==> config.mk <==
export PLATFORM = sky130hd
export DESIGN_NAME = addrgen_top
export DESIGN_NICKNAME = d
export VERILOG_FILES = /design/src/axi_ax_pkg.sv /design/src/vec_pkg.sv /design/src/addrgen_top.sv /design/src/cmd_queue.sv /design/src/axi_req_gen.sv /design/src/addrgen_req_fe.sv /design/src/burst_planner.sv
export VERILOG_INCLUDE_DIRS = /design/src
export SDC_FILE = /design/constraint.sdc
export NUM_CORES = 1
export LEC_CHECK = 0
export ABC_AREA = 1
export BUFFER_PORTS_ARGS = -buffer_cell sky130_fd_sc_hd__buf_2
export CORE_UTILIZATION = 55
export DETAILED_ROUTE_END_ITERATION = 6
export PLACE_DENSITY = 0.85
export SYNTH_ARGS = -nofsm -noshare
export SYNTH_HDL_FRONTEND = slang
export SYNTH_HIERARCHICAL = 1
export SYNTH_SLANG_ARGS = --single-unit
==> constraint.sdc <==
create_clock -name clk_i -period 29.3 [get_ports clk_i]
set_clock_uncertainty 0.15 [all_clocks]
set_input_delay 2.93 -clock clk_i [delete_from_list [all_inputs] [get_ports clk_i]]
set_output_delay 2.93 -clock clk_i [all_outputs]
set_load 0.01 [all_outputs]
==> src/addrgen_settings.svh <==
// Widths, queue depth and AXI limits of the address generator, included by every file using them
`ifndef ADDRGEN_SETTINGS_SVH
`define ADDRGEN_SETTINGS_SVH

////////////////////
// Address and data
////////////////////

// Physical address width
`define ADDR_W 32

// AXI data bus width in bits and log2 of its byte count
`define AXI_DATA_W 64
`define AXI_BYTES_LOG 3

////////////////////
// Instruction fields
////////////////////

`define VL_W 16
`define ID_W 3

////////////////////
// Limits
////////////////////

// Entries in the load/store command queue
`define QUEUE_DEPTH 4

// AXI burst limits
`define MAX_BEATS 256
`define PAGE_BITS 12

`endif
==> src/axi_ax_pkg.sv <==
// AXI address-channel and load/store command types used by the generator, queue and testbench
`include "addrgen_settings.svh"

package axi_ax_pkg;

  // AxBURST encoding
  typedef enum logic [1:0] {
    BURST_FIXED = 2'b00,
    BURST_INCR  = 2'b01,
    BURST_WRAP  = 2'b10
  } ax_burst_e;

  // AxCACHE for normal non-cacheable modifiable memory
  localparam logic [3:0] ax_cache_modifiable = 4'b0010;

  // One AR or AW beat
  typedef struct packed {
    logic [`ADDR_W-1:0]             addr;
    logic [$clog2(`MAX_BEATS)-1:0]  len;
    logic [2:0]                     size;
    ax_burst_e                      burst;
    logic [3:0]                     cache;
  } ax_req_t;

  // Command for the load/store units, one per AR/AW handshake
  typedef struct packed {
    logic [`ADDR_W-1:0]             addr;
    logic [$clog2(`MAX_BEATS)-1:0]  len;
    logic [2:0]                     size;
    logic                           is_load;
  } ls_cmd_t;

endpackage

==> src/vec_pkg.sv <==
// Vector-side types shared by the front end, the request generator and the testbench
`include "addrgen_settings.svh"

package vec_pkg;

  // Vector memory opcodes seen by the address generator
  typedef enum logic [2:0] {
    OP_VLE,
    OP_VSE,
    OP_VLSE,
    OP_VSSE,
    OP_NONE
  } mem_op_e;

  // Element width, encoded as log2 of the element bytes
  typedef enum logic [1:0] {
    EW8,
    EW16,
    EW32,
    EW64
  } vew_e;

  // Instruction as issued by the sequencer
  typedef struct packed {
    logic [`ID_W-1:0]   id;
    mem_op_e            op;
    logic [`ADDR_W-1:0] base;
    logic [`ADDR_W-1:0] stride;
    logic [`VL_W-1:0]   vl;
    vew_e               vew;
  } vmem_req_t;

  // Job handed from the front end to the request generator
  typedef struct packed {
    logic [`ADDR_W-1:0] addr;
    logic [`VL_W-1:0]   len;
    logic [`ADDR_W-1:0] stride;
    vew_e               vew;
    logic               is_load;
    logic               is_burst;  // unit stride, sent as INCR bursts
  } addrgen_job_t;

endpackage

==> src/addrgen_top.sv <==
// Top level of the vector address generator, from sequencer instructions to AR/AW and LSU commands
`include "addrgen_settings.svh"

module addrgen_top import vec_pkg::*; import axi_ax_pkg::*; (
  input  logic      clk_i,
  input  logic      rst_ni,
  // Sequencer
  input  vmem_req_t req_i,
  input  logic      req_valid_i,
  output logic      req_ready_o,
  output logic      ack_o,
  output logic      error_o,
  // AXI read address channel
  output ax_req_t   ar_o,
  output logic      ar_valid_o,
  input  logic      ar_ready_i,
  // AXI write address channel
  output ax_req_t   aw_o,
  output logic      aw_valid_o,
  input  logic      aw_ready_i,
  // Load/store unit commands
  output ls_cmd_t   cmd_o,
  output logic      cmd_valid_o,
  input  logic      cmd_ready_i
);

  addrgen_job_t job;
  logic         job_valid;
  logic         job_done;
  logic         push;
  ls_cmd_t      push_cmd;
  logic         queue_full;
  logic         queue_empty;

  addrgen_req_fe u_fe (
    .clk_i      (clk_i),
    .rst_ni     (rst_ni),
    .req_i      (req_i),
    .req_valid_i(req_valid_i),
    .req_ready_o(req_ready_o),
    .job_o      (job),
    .job_valid_o(job_valid),
    .job_done_i (job_done),
    .ack_o      (ack_o),
    .error_o    (error_o)
  );

  axi_req_gen u_gen (
    .clk_i         (clk_i),
    .rst_ni        (rst_ni),
    .job_i         (job),
    .job_valid_i   (job_valid),
    .job_done_o    (job_done),
    .ar_o          (ar_o),
    .ar_valid_o    (ar_valid_o),
    .ar_ready_i    (ar_ready_i),
    .aw_o          (aw_o),
    .aw_valid_o    (aw_valid_o),
    .aw_ready_i    (aw_ready_i),
    .push_o        (push),
    .push_cmd_o    (push_cmd),
    .full_i        (queue_full),
    .head_is_load_i(cmd_o.is_load),
    .empty_i       (queue_empty)
  );

  // Head is offered whenever the queue holds a command
  assign cmd_valid_o = !queue_empty;

  cmd_queue #(
    .depth(`QUEUE_DEPTH)
  ) u_queue (
    .clk_i  (clk_i),
    .rst_ni (rst_ni),
    .push_i (push),
    .cmd_i  (push_cmd),
    .full_o (queue_full),
    .empty_o(queue_empty),
    .cmd_o  (cmd_o),
    .pop_i  (cmd_valid_o && cmd_ready_i)
  );

endmodule

==> src/cmd_queue.sv <==
// Circular command queue toward the load/store units with its head always visible
module cmd_queue import axi_ax_pkg::*; #(
  parameter int unsigned depth = 4
) (
  input  logic    clk_i,
  input  logic    rst_ni,
  input  logic    push_i,
  input  ls_cmd_t cmd_i,
  output logic    full_o,
  output logic    empty_o,
  output ls_cmd_t cmd_o,
  input  logic    pop_i
);

  localparam int unsigned ptr_w = (depth > 1) ? $clog2(depth) : 1;
  localparam logic [ptr_w-1:0] last_idx  = ptr_w'(depth - 1);
  localparam logic [ptr_w:0]   depth_cnt = (ptr_w + 1)'(depth);

  ls_cmd_t          mem_q [depth];
  logic [ptr_w-1:0] wr_ptr_q, rd_ptr_q;
  logic [ptr_w:0]   count_q;
  logic             do_push, do_pop;

  assign full_o  = (count_q == depth_cnt);
  assign empty_o = (count_q == '0);
  assign cmd_o   = mem_q[rd_ptr_q];

  assign do_push = push_i && !full_o;
  assign do_pop  = pop_i && !empty_o;

  always_ff @(posedge clk_i or negedge rst_ni) begin
    if (!rst_ni) begin
      wr_ptr_q <= '0;
      rd_ptr_q <= '0;
      count_q  <= '0;
    end else begin
      if (do_push) begin
        wr_ptr_q <= (wr_ptr_q == last_idx) ? '0 : wr_ptr_q + 1'b1;
      end
      if (do_pop) begin
        rd_ptr_q <= (rd_ptr_q == last_idx) ? '0 : rd_ptr_q + 1'b1;
      end
      // Occupancy only moves when exactly one side is active
      if (do_push && !do_pop) begin
        count_q <= count_q + 1'b1;
      end else if (do_pop && !do_push) begin
        count_q <= count_q - 1'b1;
      end
    end
  end

  always_ff @(posedge clk_i) begin
    if (do_push) begin
      mem_q[wr_ptr_q] <= cmd_i;
    end
  end

endmodule

==> src/axi_req_gen.sv <==
// Request generator that turns a job into AR/AW requests and matching load/store commands
`include "addrgen_settings.svh"

module axi_req_gen import vec_pkg::*; import axi_ax_pkg::*; (
  input  logic         clk_i,
  input  logic         rst_ni,
  // Job from the front end
  input  addrgen_job_t job_i,
  input  logic         job_valid_i,
  output logic         job_done_o,
  // AXI address channels
  output ax_req_t      ar_o,
  output logic         ar_valid_o,
  input  logic         ar_ready_i,
  output ax_req_t      aw_o,
  output logic         aw_valid_o,
  input  logic         aw_ready_i,
  // Command queue
  output logic         push_o,
  output ls_cmd_t      push_cmd_o,
  input  logic         full_i,
  input  logic         head_is_load_i,
  input  logic         empty_i
);

  localparam int unsigned len_w = $clog2(`MAX_BEATS);

  typedef enum logic [1:0] {
    GEN_IDLE,
    GEN_LOAD,
    GEN_REQ,
    GEN_NEXT
  } gen_state_e;

  gen_state_e           state_d, state_q;
  addrgen_job_t         job_d, job_q;
  logic [`ADDR_W-1:0]   plan_start;
  logic [`ADDR_W-1:0]   plan_end;
  logic [len_w:0]       plan_beats;
  logic [`VL_W-1:0]     plan_elems;
  logic [len_w:0]       beats_m1;
  ax_req_t              ax_req;
  logic                 ax_hs;
  logic                 admit_new;
  logic                 admit_cur;

  burst_planner u_planner (
    .addr_i (job_q.addr),
    .len_i  (job_q.len),
    .vew_i  (job_q.vew),
    .start_o(plan_start),
    .end_o  (plan_end),
    .beats_o(plan_beats),
    .elems_o(plan_elems)
  );

  // Queue holds one direction at a time, so a request of the other kind waits for it to drain
  assign admit_new = !full_i && (empty_i || (head_is_load_i == job_i.is_load));
  assign admit_cur = !full_i && (empty_i || (head_is_load_i == job_q.is_load));

  ////////////////////
  // Request payload
  ////////////////////

  assign beats_m1 = plan_beats - 1'b1;

  always_comb begin
    ax_req.burst = BURST_INCR;
    ax_req.cache = ax_cache_modifiable;
    if (job_q.is_burst) begin
      ax_req.addr = plan_start;
      ax_req.len  = beats_m1[len_w-1:0];
      ax_req.size = 3'(`AXI_BYTES_LOG);
    end else begin
      // Strided access, one element per request
      ax_req.addr = job_q.addr;
      ax_req.len  = '0;
      ax_req.size = {1'b0, job_q.vew};
    end
  end

  assign ar_o       = ax_req;
  assign aw_o       = ax_req;
  assign ar_valid_o = (state_q == GEN_REQ) && job_q.is_load;
  assign aw_valid_o = (state_q == GEN_REQ) && !job_q.is_load;
  assign ax_hs      = (ar_valid_o && ar_ready_i) || (aw_valid_o && aw_ready_i);

  assign push_o     = ax_hs;
  assign push_cmd_o = '{
    addr   : ax_req.addr,
    len    : ax_req.len,
    size   : ax_req.size,
    is_load: job_q.is_load
  };

  ////////////////////
  // Generator FSM
  ////////////////////

  always_comb begin
    state_d    = state_q;
    job_d      = job_q;
    job_done_o = 1'b0;

    case (state_q)
      GEN_IDLE: begin
        if (job_valid_i) begin
          job_d   = job_i;
          state_d = admit_new ? GEN_REQ : GEN_LOAD;
        end
      end
      GEN_LOAD: begin
        // Request is ready, wait for room and matching direction in the queue
        if (admit_cur) begin
          state_d = GEN_REQ;
        end
      end
      GEN_REQ: begin
        if (ax_hs) begin
          if (job_q.is_burst) begin
            job_d.addr = plan_end + 1'b1;
            job_d.len  = (job_q.len > plan_elems) ? (job_q.len - plan_elems) : '0;
          end else begin
            job_d.addr = job_q.addr + job_q.stride;
            job_d.len  = job_q.len - 1'b1;
          end
          state_d = GEN_NEXT;
        end
      end
      GEN_NEXT: begin
        if (job_q.len == '0) begin
          job_done_o = 1'b1;
          state_d    = GEN_IDLE;
        end else begin
          state_d = admit_cur ? GEN_REQ : GEN_LOAD;
        end
      end
      default: state_d = GEN_IDLE;
    endcase
  end

  always_ff @(posedge clk_i or negedge rst_ni) begin
    if (!rst_ni) begin
      state_q <= GEN_IDLE;
      job_q   <= '0;
    end else begin
      state_q <= state_d;
      job_q   <= job_d;
    end
  end

endmodule

==> src/addrgen_req_fe.sv <==
// Front end of the address generator that accepts instructions, checks alignment and acknowledges
module addrgen_req_fe import vec_pkg::*; (
  input  logic         clk_i,
  input  logic         rst_ni,
  // Sequencer side
  input  vmem_req_t    req_i,
  input  logic         req_valid_i,
  output logic         req_ready_o,
  // Request generator side
  output addrgen_job_t job_o,
  output logic         job_valid_o,
  input  logic         job_done_i,
  // Acknowledge back to the sequencer
  output logic         ack_o,
  output logic         error_o
);

  typedef enum logic [1:0] {
    FE_IDLE,
    FE_CHECK,
    FE_BUSY
  } fe_state_e;

  fe_state_e  state_d, state_q;
  vmem_req_t  req_q;
  logic       is_mem_op;
  logic       misaligned;
  logic [3:0] ew_mask;

  // Decode and alignment check on the registered instruction
  assign is_mem_op  = req_q.op inside {OP_VLE, OP_VSE, OP_VLSE, OP_VSSE};
  assign ew_mask    = (4'd1 << req_q.vew) - 4'd1;
  assign misaligned = |(req_q.base[3:0] & ew_mask);

  assign job_o = '{
    addr    : req_q.base,
    len     : req_q.vl,
    stride  : req_q.stride,
    vew     : req_q.vew,
    is_load : req_q.op inside {OP_VLE, OP_VLSE},
    is_burst: req_q.op inside {OP_VLE, OP_VSE}
  };

  ////////////////////
  // Control FSM
  ////////////////////

  always_comb begin
    state_d     = state_q;
    req_ready_o = 1'b0;
    job_valid_o = 1'b0;
    ack_o       = 1'b0;
    error_o     = 1'b0;

    case (state_q)
      FE_IDLE: begin
        req_ready_o = 1'b1;
        if (req_valid_i) begin
          state_d = FE_CHECK;
        end
      end
      FE_CHECK: begin
        if (!is_mem_op) begin
          // Not a memory access, nothing to generate
          ack_o   = 1'b1;
          state_d = FE_IDLE;
        end else if (misaligned) begin
          ack_o   = 1'b1;
          error_o = 1'b1;
          state_d = FE_IDLE;
        end else if (req_q.vl == '0) begin
          // Empty vector, done without any request
          ack_o   = 1'b1;
          state_d = FE_IDLE;
        end else begin
          job_valid_o = 1'b1;
          state_d     = FE_BUSY;
        end
      end
      FE_BUSY: begin
        // Job stays valid until the generator has issued its last request
        job_valid_o = 1'b1;
        if (job_done_i) begin
          ack_o   = 1'b1;
          state_d = FE_IDLE;
        end
      end
      default: state_d = FE_IDLE;
    endcase
  end

  always_ff @(posedge clk_i or negedge rst_ni) begin
    if (!rst_ni) begin
      state_q <= FE_IDLE;
    end else begin
      state_q <= state_d;
    end
  end

  always_ff @(posedge clk_i) begin
    if (req_valid_i && req_ready_o) begin
      req_q <= req_i;
    end
  end

endmodule

==> src/burst_planner.sv <==
// Combinational planner that bounds one burst by vector length, 256 beats and the 4 KiB page
`include "addrgen_settings.svh"

module burst_planner import vec_pkg::*; (
  input  logic [`ADDR_W-1:0]            addr_i,
  input  logic [`VL_W-1:0]              len_i,
  input  vew_e                          vew_i,
  output logic [`ADDR_W-1:0]            start_o,
  output logic [`ADDR_W-1:0]            end_o,
  output logic [$clog2(`MAX_BEATS):0]   beats_o,
  output logic [`VL_W-1:0]              elems_o
);

  localparam int unsigned bus_bytes = `AXI_DATA_W / 8;
  localparam int unsigned beat_w    = $clog2(`MAX_BEATS) + 1;

  // Bytes covered by a full burst, minus one
  localparam logic [`ADDR_W:0] burst_span = `MAX_BEATS * bus_bytes - 1;

  // One extra bit so the ends can be compared without wrapping
  logic [`ADDR_W:0]   len_bytes;
  logic [`ADDR_W:0]   last_byte;
  logic [`ADDR_W:0]   beat_end;
  logic [`ADDR_W:0]   burst_end;
  logic [`ADDR_W:0]   page_end;
  logic [`ADDR_W:0]   min_end;
  logic [`ADDR_W-1:0] span;
  logic [`ADDR_W-1:0] covered_bytes;
  logic [`ADDR_W-1:0] covered_elems;

  always_comb begin
    start_o = {addr_i[`ADDR_W-1:`AXI_BYTES_LOG], {`AXI_BYTES_LOG{1'b0}}};

    // Last byte of the beat holding the last remaining element
    len_bytes = {{(`ADDR_W + 1 - `VL_W){1'b0}}, len_i} << vew_i;
    last_byte = {1'b0, addr_i} + len_bytes - 1'b1;
    beat_end  = {last_byte[`ADDR_W:`AXI_BYTES_LOG], {`AXI_BYTES_LOG{1'b1}}};

    burst_end = {1'b0, start_o} + burst_span;
    page_end  = {1'b0, start_o[`ADDR_W-1:`PAGE_BITS], {`PAGE_BITS{1'b1}}};

    // Smallest of the three limits
    min_end = beat_end;
    if (burst_end < min_end) begin
      min_end = burst_end;
    end
    if (page_end < min_end) begin
      min_end = page_end;
    end
    end_o = min_end[`ADDR_W-1:0];

    span    = end_o - start_o;
    beats_o = span[`AXI_BYTES_LOG +: beat_w] + beat_w'(1);

    // Elements from the element address up to the burst end
    covered_bytes = end_o - addr_i + 1'b1;
    covered_elems = covered_bytes >> vew_i;
    elems_o       = covered_elems[`VL_W-1:0];
  end

endmodule

After elaboration in Yosys (flattened, before gate mapping) --
Memory sizes are Yosys's and may differ from the RTL's. Index checks and enable logic that the tools add are counted.
Storage, ports and cells: bits in registers 180, RAM bits 176, input port bits 94, output and inout bits 148, memories 1
Cells by class: add/sub/neg operators 17, order comparisons 3, equal/unequal tests 18, shift operators 3, muxes and demuxes 42, bitwise operators 1, reductions and logical operators 36
Memory list:
- u_queue.mem_q | depth 4, bits a word 44, read ports 1, clocked after Yosys merged registers in 0, wr ports 1, RTL line cmd_queue.sv:19 | ls_cmd_t mem_q [depth];
Operators with widths (number):
- 48-bit 2-to-1 mux | 2
- 48-bit one-hot mux with 2 select lines | 1
- 84-bit 2-to-1 mux | 1
- 32-bit by 1-bit adder with 32-bit output, second input constant | 2
- 32-bit by 11-bit adder with 33-bit output, second input constant | 1
- 32-bit by 33-bit adder with 33-bit output | 1
- 32-bit by 33-bit < comparator with 1-bit output | 1
- 33-bit < comparator | 1
- 33-bit 2-to-1 mux | 1
- 16-bit by 2-bit << shifter with 33-bit output | 1
- 33-bit by 1-bit subtractor with 33-bit output, second input constant | 1
- 32-bit adder | 1
- 16-bit zero test | 2
- 32-bit 2-to-1 mux | 1
- 32-bit by 2-bit right shift with 16-bit output | 1
- 32-bit subtractor | 1
- 2-bit 2-to-1 mux | 13
- 16-bit greater-than comparator | 1
- 16-bit 2-to-1 mux | 1
- 16-bit by 1-bit subtractor with 16-bit output, second input constant | 1
- 16-bit subtractor | 1
- 1-bit 2-to-1 mux | 15
- 14-bit 2-to-1 mux | 1
- 1-bit logical AND | 12
- other kinds (30) | 56

Depth between registers and ports, before layout --
Gate-level depths: netlist of the first run.
word-level depth 15, depth in mapped cells 83

By module --
Netlist of the first run, hierarchy kept.
By module, submodules not included:
- axi_req_gen | times used 1, cells each 1750, area an instance 10038.4 µm²
- cmd_queue | times used 1, cells each 574, area an instance 7542.2 µm²
- burst_planner | times used 1, cells each 1111, area an instance 6737.7 µm²
- addrgen_req_fe | times used 1, cells each 216, area an instance 3448.3 µm²
- addrgen_top | times used 1, cells each 3, area an instance 13.8 µm²

Least setup slack after synthesis of the first run --
OpenSTA, ideal clock, no wires.
path kind register to output, start reg u_gen/job_q[3] (netlist name), end out aw_o[16] (netlist name), arrival 8.642 ns, data required time 26.220 ns, path slack 17.578 ns, stages on the path, launching flop included 55, path buffers 6, path through dfrtp_1 > inv_2 > clkbuf_1 > clkbuf_1 > o21ai_0 > ha_1 > inv_1 > ha_1 > nand2_1 > nand2_1 > a31oi_1 > o31ai_1 > nand2_1 > nand4_1 > inv_1 > o21ai_0 > nand3_1 > nand2_1 > [... 19 more ...] > o21bai_1 > a221oi_1 > or2_1 > nand2_4 > buf_2 > o211ai_1 > ha_1 > a31oi_1 > or2_2 > o21ai_0 > xor2_1 > inv_1 > nand3_1 > xnor2_1 > inv_1 > and3_1 > nor3_1 > buf_4
RTL lines:
- start, declared | RTL line axi_req_gen.sv:36 | addrgen_job_t job_d, job_q;
- start signal, assigned | RTL line axi_req_gen.sv:148 | job_q <= job_d;
- end, declared | RTL line addrgen_top.sv:18 | output ax_req_t aw_o,

==> results.rst, run 1 <==
.. list-table::
   :header-rows: 1

   * - Metric
     - Value
   * - Outcome
     - complete, no violations
   * - Area occupied by multi-input gates
     - approximately 14000 um2
   * - Total vias in the final route
     - approximately 24000
   * - Number of buffers created by CTS
     - 36
   * - ANT nets after route
     - 0
   * - Startpoint of the most critical setup path
     - u_gen/job_q[2]$_DFFE_PN0P_
   * - Pin count of the biggest net entering global routing
     - 100
   * - Area growth from synthesis to layout
     - 4.43%
   * - Worst slew margin
     - about a fifth
   * - Fill cells
     - 4308
   * - Reg-to-reg endpoint
     - u_gen/job_q[43]$_DFFE_PN0P_
   * - Capturing instance or port of the critical path
     - ar_o[16]
   * - Clock Path Buffers
     - 3
   * - Mean instance size in the synthesized netlist
     - around 7.6 um2
   * - DRC marker count from the first detailed-route iteration
     - ~2400
   * - Required arrival time at the worst endpoint
     - roughly 26000 ps
   * - Overall global routing resource usage
     - ~29%
   * - Kind of end point of the critical path
     - output port
   * - Cell type of the slowest stage on the worst timing path
     - sky130_fd_sc_hd__dfrtp_1
   * - Crit Path Category
     - reg -> out
   * - Grt total ovfl
     - 0
   * - RSZ-0062 raised after global routing
     - false
   * - Via count normalized by instance count
     - roughly 5.5
   * - Starting density of the core
     - a little under three fifths
   * - Antenna violations before repair
     - 1
   * - Total length of routed met3 wires
     - around 6000 um
   * - CP max FO
     - 39
   * - Buffer and inverter count on the worst path
     - 8
   * - Worst hold path type
     - reg -> reg
   * - Clock-pin slew reported for the worst setup and hold paths after clock tree synthesis
     - 70 ps
   * - Met1 WL
     - between 30000 and 40000 um
   * - Input/output buffers
     - roughly 220
   * - Final worst path period share
     - between 50% and 60%
   * - Height of the die
     - roughly 230 um
   * - CP arrival
     - about 13000 ps
   * - Number of design rule violations left after detail routing
     - 0
   * - Setup_tns
     - 0 ps
   * - Finish-stage setup viols
     - 0
   * - Cell at the root of the clock tree
     - sky130_fd_sc_hd__clkbuf_16
   * - Final Hold Viols
     - 0
   * - Insertion delay to the later sink of the worst-skew pair
     - around 560 ps
   * - CP dominant cell by count
     - sky130_fd_sc_hd__nand2_1
   * - Area taken by flip-flops and latches
     - about 10000 um2
   * - Reg2Reg Setup Slack
     - 14490 ps
   * - Placer Congestion
     - roughly 1.1
   * - Length of routed met2 wiring
     - around 34000 um
   * - Clk sinks
     - 356
   * - # nets final
     - 3941
   * - Nature of the critical path startpoint
     - flop
   * - CP peak stage delay
     - roughly 1100 ps
   * - Std-Cell Rows
     - 81
   * - Routed wire length
     - roughly 74000 um
   * - Post-place setup slack
     - roughly 14000 ps
   * - Buffer count from post-CTS setup fixing
     - 0
   * - Number of search-and-repair iterations in the first detailed-routing pass
     - 6
   * - Post_cts resized
     - 0
   * - Estimated wirelength of the detail-placed design
     - 56900 um
   * - Vias in the first global route
     - between 20000 and 25000
   * - Post-synthesis instance total
     - about 3600
   * - Post-CTS Hold Buffers
     - 0
   * - Die Outline Area
     - slightly above 50000 um2
   * - Slew Limit Fails
     - 0
   * - Highest clock frequency the design can meet
     - ~63 MHz
   * - Worst-Margin Slew
     - roughly 1200 ps
   * - Yosys Warn Count
     - 6
   * - Share of cells above drive strength 1
     - between 10% and 20%
   * - Post-detailed-route wirelength per cell
     - 17.2 um
   * - Number of cells traversed by the worst register-to-register path
     - 68
   * - Clock period minus final worst setup slack
     - about 16000 ps
   * - IO Count
     - 242
   * - Crit path setup slack, layout
     - roughly 14000 ps
   * - CTS tree
     - yes
   * - Die Width
     - between 200 and 250 um
   * - Floorplan core area
     - 49400 um2
   * - Largest delay contributor family on the critical path
     - simple AND/OR/NAND/NOR gates
   * - Fraction of the core area covered by cells at the end of the flow
     - 58.7%
   * - H-tree lvl count
     - 2
   * - Top Layer Used
     - met4
   * - Area of the mapped netlist
     - approximately 28000 um2
   * - Max-capacitance violation count
     - 0
   * - First-pass GRT wire length
     - about 120000 um
   * - Stages on worst setup path
     - 52
   * - Reg2reg start
     - u_gen/job_q[2]$_DFFE_PN0P_
registers in the layout (all words and copies together), names as in the netlist:
name,flops
u_fe/job_o,82
u_fe/req_q,3
u_fe/state_q,2
u_gen/job_q,83
u_gen/push_cmd_o,1
u_gen/state_q,2
u_queue/count_q,3
u_queue/mem_q,176
u_queue/rd_ptr_q,2
u_queue/wr_ptr_q,2
worst min path at each step:
stage                                start                           to  depth (start not counted)
2_1_floorplan  u_gen/job_q[10]$_DFFE_PN0P_  u_gen/job_q[10]$_DFFE_PN0P_                          2
3_3_place_gp      u_fe/job_o[28]$_DFFE_PP_  u_gen/job_q[28]$_DFFE_PN0P_                          2
3_5_place_dp      u_fe/job_o[19]$_DFFE_PP_  u_gen/job_q[19]$_DFFE_PN0P_                          2
4_1_cts           u_fe/job_o[34]$_DFFE_PP_  u_gen/job_q[34]$_DFFE_PN0P_                          2
5_1_grt           u_fe/job_o[30]$_DFFE_PP_  u_gen/job_q[30]$_DFFE_PN0P_                          2
6_report          u_fe/job_o[34]$_DFFE_PP_  u_gen/job_q[34]$_DFFE_PN0P_                          2
area by class of cell:
cell class              instances  area share (%)
multi-input cells            2481            46.6
flip-flops and latches        356            35.3
inverters                     516            6.70
repair buffers                245            4.42
clock buffers                  44            3.25
well taps                     664            2.87
clock inverters                19           0.868
diodes                          1         0.00864
metal layers:
metal	vias to the layer above	GRT usage, %
met5	-	0
met4	0	11.2
met3	164	4.24
met2	1057	46.7
met1	10828	39.2
li1	11549	-
worst min-delay path: stages (launching register included):
cell	delay, ps
sky130_fd_sc_hd__edfxtp_1	310
sky130_fd_sc_hd__nand2_1	50
sky130_fd_sc_hd__nand2_1	50
layout by cell type, fill, tap and decap left out, drive strengths merged, types with 10 or more instances in the layout:
cell / n
or2: 12
dfrtp: 95
xor2: 84
inv: 517
o21bai: 10
edfxtp: 261
nor2: 263
o211ai: 99
nor3: 35
clkinv: 12
nand4: 33
ha: 201
mux2i: 10
a21oi: 159
nand3: 147
conb: 21
a31oi: 15
o21ai: 160
fa: 10
clkbuf: 44
nand3b: 12
nand2: 1125
xnor2: 34
buf: 245
metrics by stage:
stage          instances  hold WS (ps)  cell area (um2)
2_1_floorplan       3666           298            27800
3_3_place_gp        4262           281            27800
3_5_place_dp        4262           282            27800
4_1_cts             4325           296            29000
5_1_grt             4325           318            29000
6_report            4326           293            29000
Power of run 1 is not shown: default switching activity piles up to over one toggle a cycle in this logic, so the estimate is an artifact.
==> inputs of run 2 (changes only) <==
Settings changed: PLACE_DENSITY 0.85 to 0.88.
Clock period 29.3 ns to 12.7 ns, I/O delays scaled along.
==> run 2 against run 1 <==
Net effect:
- global-route usage rose by 0.88 points
- worst setup slack worse by 13000 ps
- routed wire length rose by 3.1%
- critical path depth increased by 2
- critical endpoint is now aw_o[15]
==> results.rst, run 2 (synthesis gave the netlist of run 1 again) <==
.. list-table::
   :header-rows: 1

   * - Metric
     - Value
   * - Outcome
     - complete, no violations
   * - Clock-pin slew reported for the worst setup and hold paths after clock tree synthesis
     - 60 ps (about the same)
   * - Clock period minus final worst setup slack
     - between 10000 and 15000 ps
   * - Largest register by flop count
     - u_queue/mem_q
   * - Estimated wirelength of the detail-placed design
     - 58500 um (+2.8%)
   * - Overall global routing resource usage
     - 29.8% (+0.88 points)
   * - Worst slew margin
     - 17.8% (-3.0 points)
   * - Antenna violations before repair
     - 2 (+1)
   * - Cell at the root of the clock tree
     - sky130_fd_sc_hd__clkbuf_16
   * - Reg2Reg Setup Slack
     - 830 ps (-13660 ps)
   * - Worst hold path stage count
     - 2 (unchanged)
   * - Pin count of the biggest net entering global routing
     - 124 (+24%)
   * - Number of buffers created by CTS
     - 36 (unchanged)
   * - Worst-Margin Slew
     - 1230 ps (+57.7 ps)
   * - First-pass GRT wire length
     - 118000 um (+2.5%)
   * - Clk sinks
     - 356 (unchanged)
   * - IO Count
     - 242 (unchanged)
   * - Nature of the critical path startpoint
     - flop
   * - Final Hold Viols
     - 0 (unchanged)
   * - Number of search-and-repair iterations in the first detailed-routing pass
     - 6 (unchanged)
   * - Total vias in the final route
     - 23941 (+1.5%)
   * - Vias in the first global route
     - 22312 (+3.3%)
   * - Starting density of the core
     - 56.2% (unchanged)
   * - CP dominant cell by count
     - sky130_fd_sc_hd__nand2_1
   * - H-tree lvl count
     - 2 (unchanged)
   * - RSZ-0062 raised after global routing
     - false
   * - Reg-to-reg endpoint
     - u_gen/job_q[39]$_DFFE_PN0P_
   * - Number of design rule violations left after detail routing
     - 0 (unchanged)
   * - Post-Route Hold Slack
     - 296 ps (+2.47 ps)
   * - Floorplan core area
     - 49400 um2 (unchanged)
   * - Grt total ovfl
     - 0 (unchanged)
   * - End of the worst hold path
     - u_gen/job_q[19]$_DFFE_PN0P_
   * - CP arrival
     - 10590 ps (-2110 ps)
   * - Routed wire length
     - 76600 um (+3.1%)
   * - Finish-stage setup viols
     - 0 (unchanged)
   * - Via count normalized by instance count
     - 5.46 (about the same)
   * - Share of cells above drive strength 1
     - 11.6% (+1.4 points)
   * - Fraction of the core area covered by cells at the end of the flow
     - 59.6% (+0.94 points)
   * - Reg2reg start
     - u_gen/job_q[2]$_DFFE_PN0P_
   * - Kind of end point of the critical path
     - output port
   * - Post-detailed-route wirelength per cell
     - 17.5 um (+1.7%)
   * - DRC marker count from the first detailed-route iteration
     - 2406 (-0.54%)
   * - Input/output buffers
     - 224 (unchanged)
   * - Worst hold path type
     - reg -> reg
   * - Required arrival time at the worst endpoint
     - 11280 ps (-14940 ps)
   * - Setup_tns
     - 0 ps (unchanged)
   * - Die Outline Area
     - 51300 um2 (unchanged)
   * - CP peak stage delay
     - 480 ps (-570 ps)
   * - Placer Congestion
     - 1.06 (-1.1%)
   * - Post-place setup slack
     - 881 ps (-13490 ps)
   * - Cell type of the slowest stage on the worst timing path
     - sky130_fd_sc_hd__a21oi_1
   * - Clock Path Buffers
     - 3 (unchanged)
   * - ANT nets after route
     - 0 (unchanged)
   * - Max reg flops
     - 176 (unchanged)
   * - Slew Limit Fails
     - 0 (unchanged)
   * - Number of cells traversed by the worst register-to-register path
     - 71 (+4.4%)
   * - Crit path setup slack, layout
     - 688 ps (-12830 ps)
   * - Worst hold start
     - u_fe/job_o[19]$_DFFE_PP_
   * - Die Width
     - 227 um (unchanged)
   * - Max-capacitance violation count
     - 0 (unchanged)
   * - Post-CTS Hold Buffers
     - 0 (unchanged)
   * - CTS tree
     - yes
   * - Highest clock frequency the design can meet
     - around 83 MHz
   * - Final worst path period share
     - a little over nine tenths
   * - Std-Cell Rows
     - 81 (unchanged)
   * - Height of the die
     - 227 um (unchanged)
   * - Insertion delay to the later sink of the worst-skew pair
     - 560 ps (about the same)
   * - CP max FO
     - 34 (-13%)
   * - # nets final
     - 3998 (+1.4%)
   * - Crit Path Category
     - reg -> out
   * - Area growth from synthesis to layout
     - 6.10%
   * - Commonest non-fill, non-tap cell in the layout
     - sky130_fd_sc_hd__nand2_1
   * - Commonest cells after routing, fill and taps aside
     - sky130_fd_sc_hd__nand2_1 (1118), sky130_fd_sc_hd__inv_1 (503), sky130_fd_sc_hd__edfxtp_1 (261), sky130_fd_sc_hd__nor2_1 (249), sky130_fd_sc_hd__buf_2 (223)
   * - Number of antenna cells inserted
     - 0 (-1)
## run 2: timing repair
item                                    CTS  global route
setup buffers                             0             2
endpoints found under the setup margin    0            23
gates resized for setup                   0            20
## run 2: through the flow
step | std cells | cell area (um2)
after CTS | 4383 | 29400
after global routing | 4385 | 29400
after detailed placement | 4317 | 28200
final | 4385 | 29400
after global placement | 4317 | 28200
after floorplan | 3666 | 27800
## run 2: per-layer routing
layer / vias up / wire [um] / global-route usage (%) / share of wire [%]
met5: - / 26 / 0 / 0.034
met4: 4 / 3020 / 11.2 / 3.9
met3: 205 / 6490 / 5.27 / 8.5
met2: 1052 / 35200 / 49.8 / 46
met1: 11020 / 31800 / 38.6 / 42
li1: 11660 / - / - / -
## run 2: cell type report
type / instances / area [um2]
clock inverter: 21 / 267
multi-input combinational: 2481 / 13500
sequential: 356 / 10200
timing repair buffer: 302 / 1720
fill: 4249 / 19900
tap: 664 / 831
inverter: 516 / 1950
clock buffer: 45 / 935
## run 2: how the worst max path moves through the flow
stage,start,cells past startpoint,slack (ps),endpoint
after floorplan,u_gen/job_q[3]$_DFFE_PN0P_,71,2230,u_gen/job_q[46]$_DFFE_PN0P_
after global placement,u_gen/job_q[2]$_DFFE_PN0P_,77,1050,u_gen/job_q[50]$_DFFE_PN0P_
after detailed placement,u_gen/job_q[2]$_DFFE_PN0P_,73,880,u_gen/job_q[39]$_DFFE_PN0P_
after CTS,u_gen/job_q[2]$_DFFE_PN0P_,57,530,aw_o[15]
after global routing,u_gen/job_q[2]$_DFFE_PN0P_,76,20,u_gen/job_q[39]$_DFFE_PN0P_
final,u_gen/job_q[2]$_DFFE_PN0P_,54,690,aw_o[15]
## run 2: critical path: cells and delay by family (launching register included)
kind            cells  cell delay [ps]
fa+ha+maj           6             1770
mux                 1              380
flops               1              420
xor+xnor            3              700
compound gates     11             1990
simple gates       23             3400
buf+inv            10             1300
Power of run 2 is left out for the same reason.
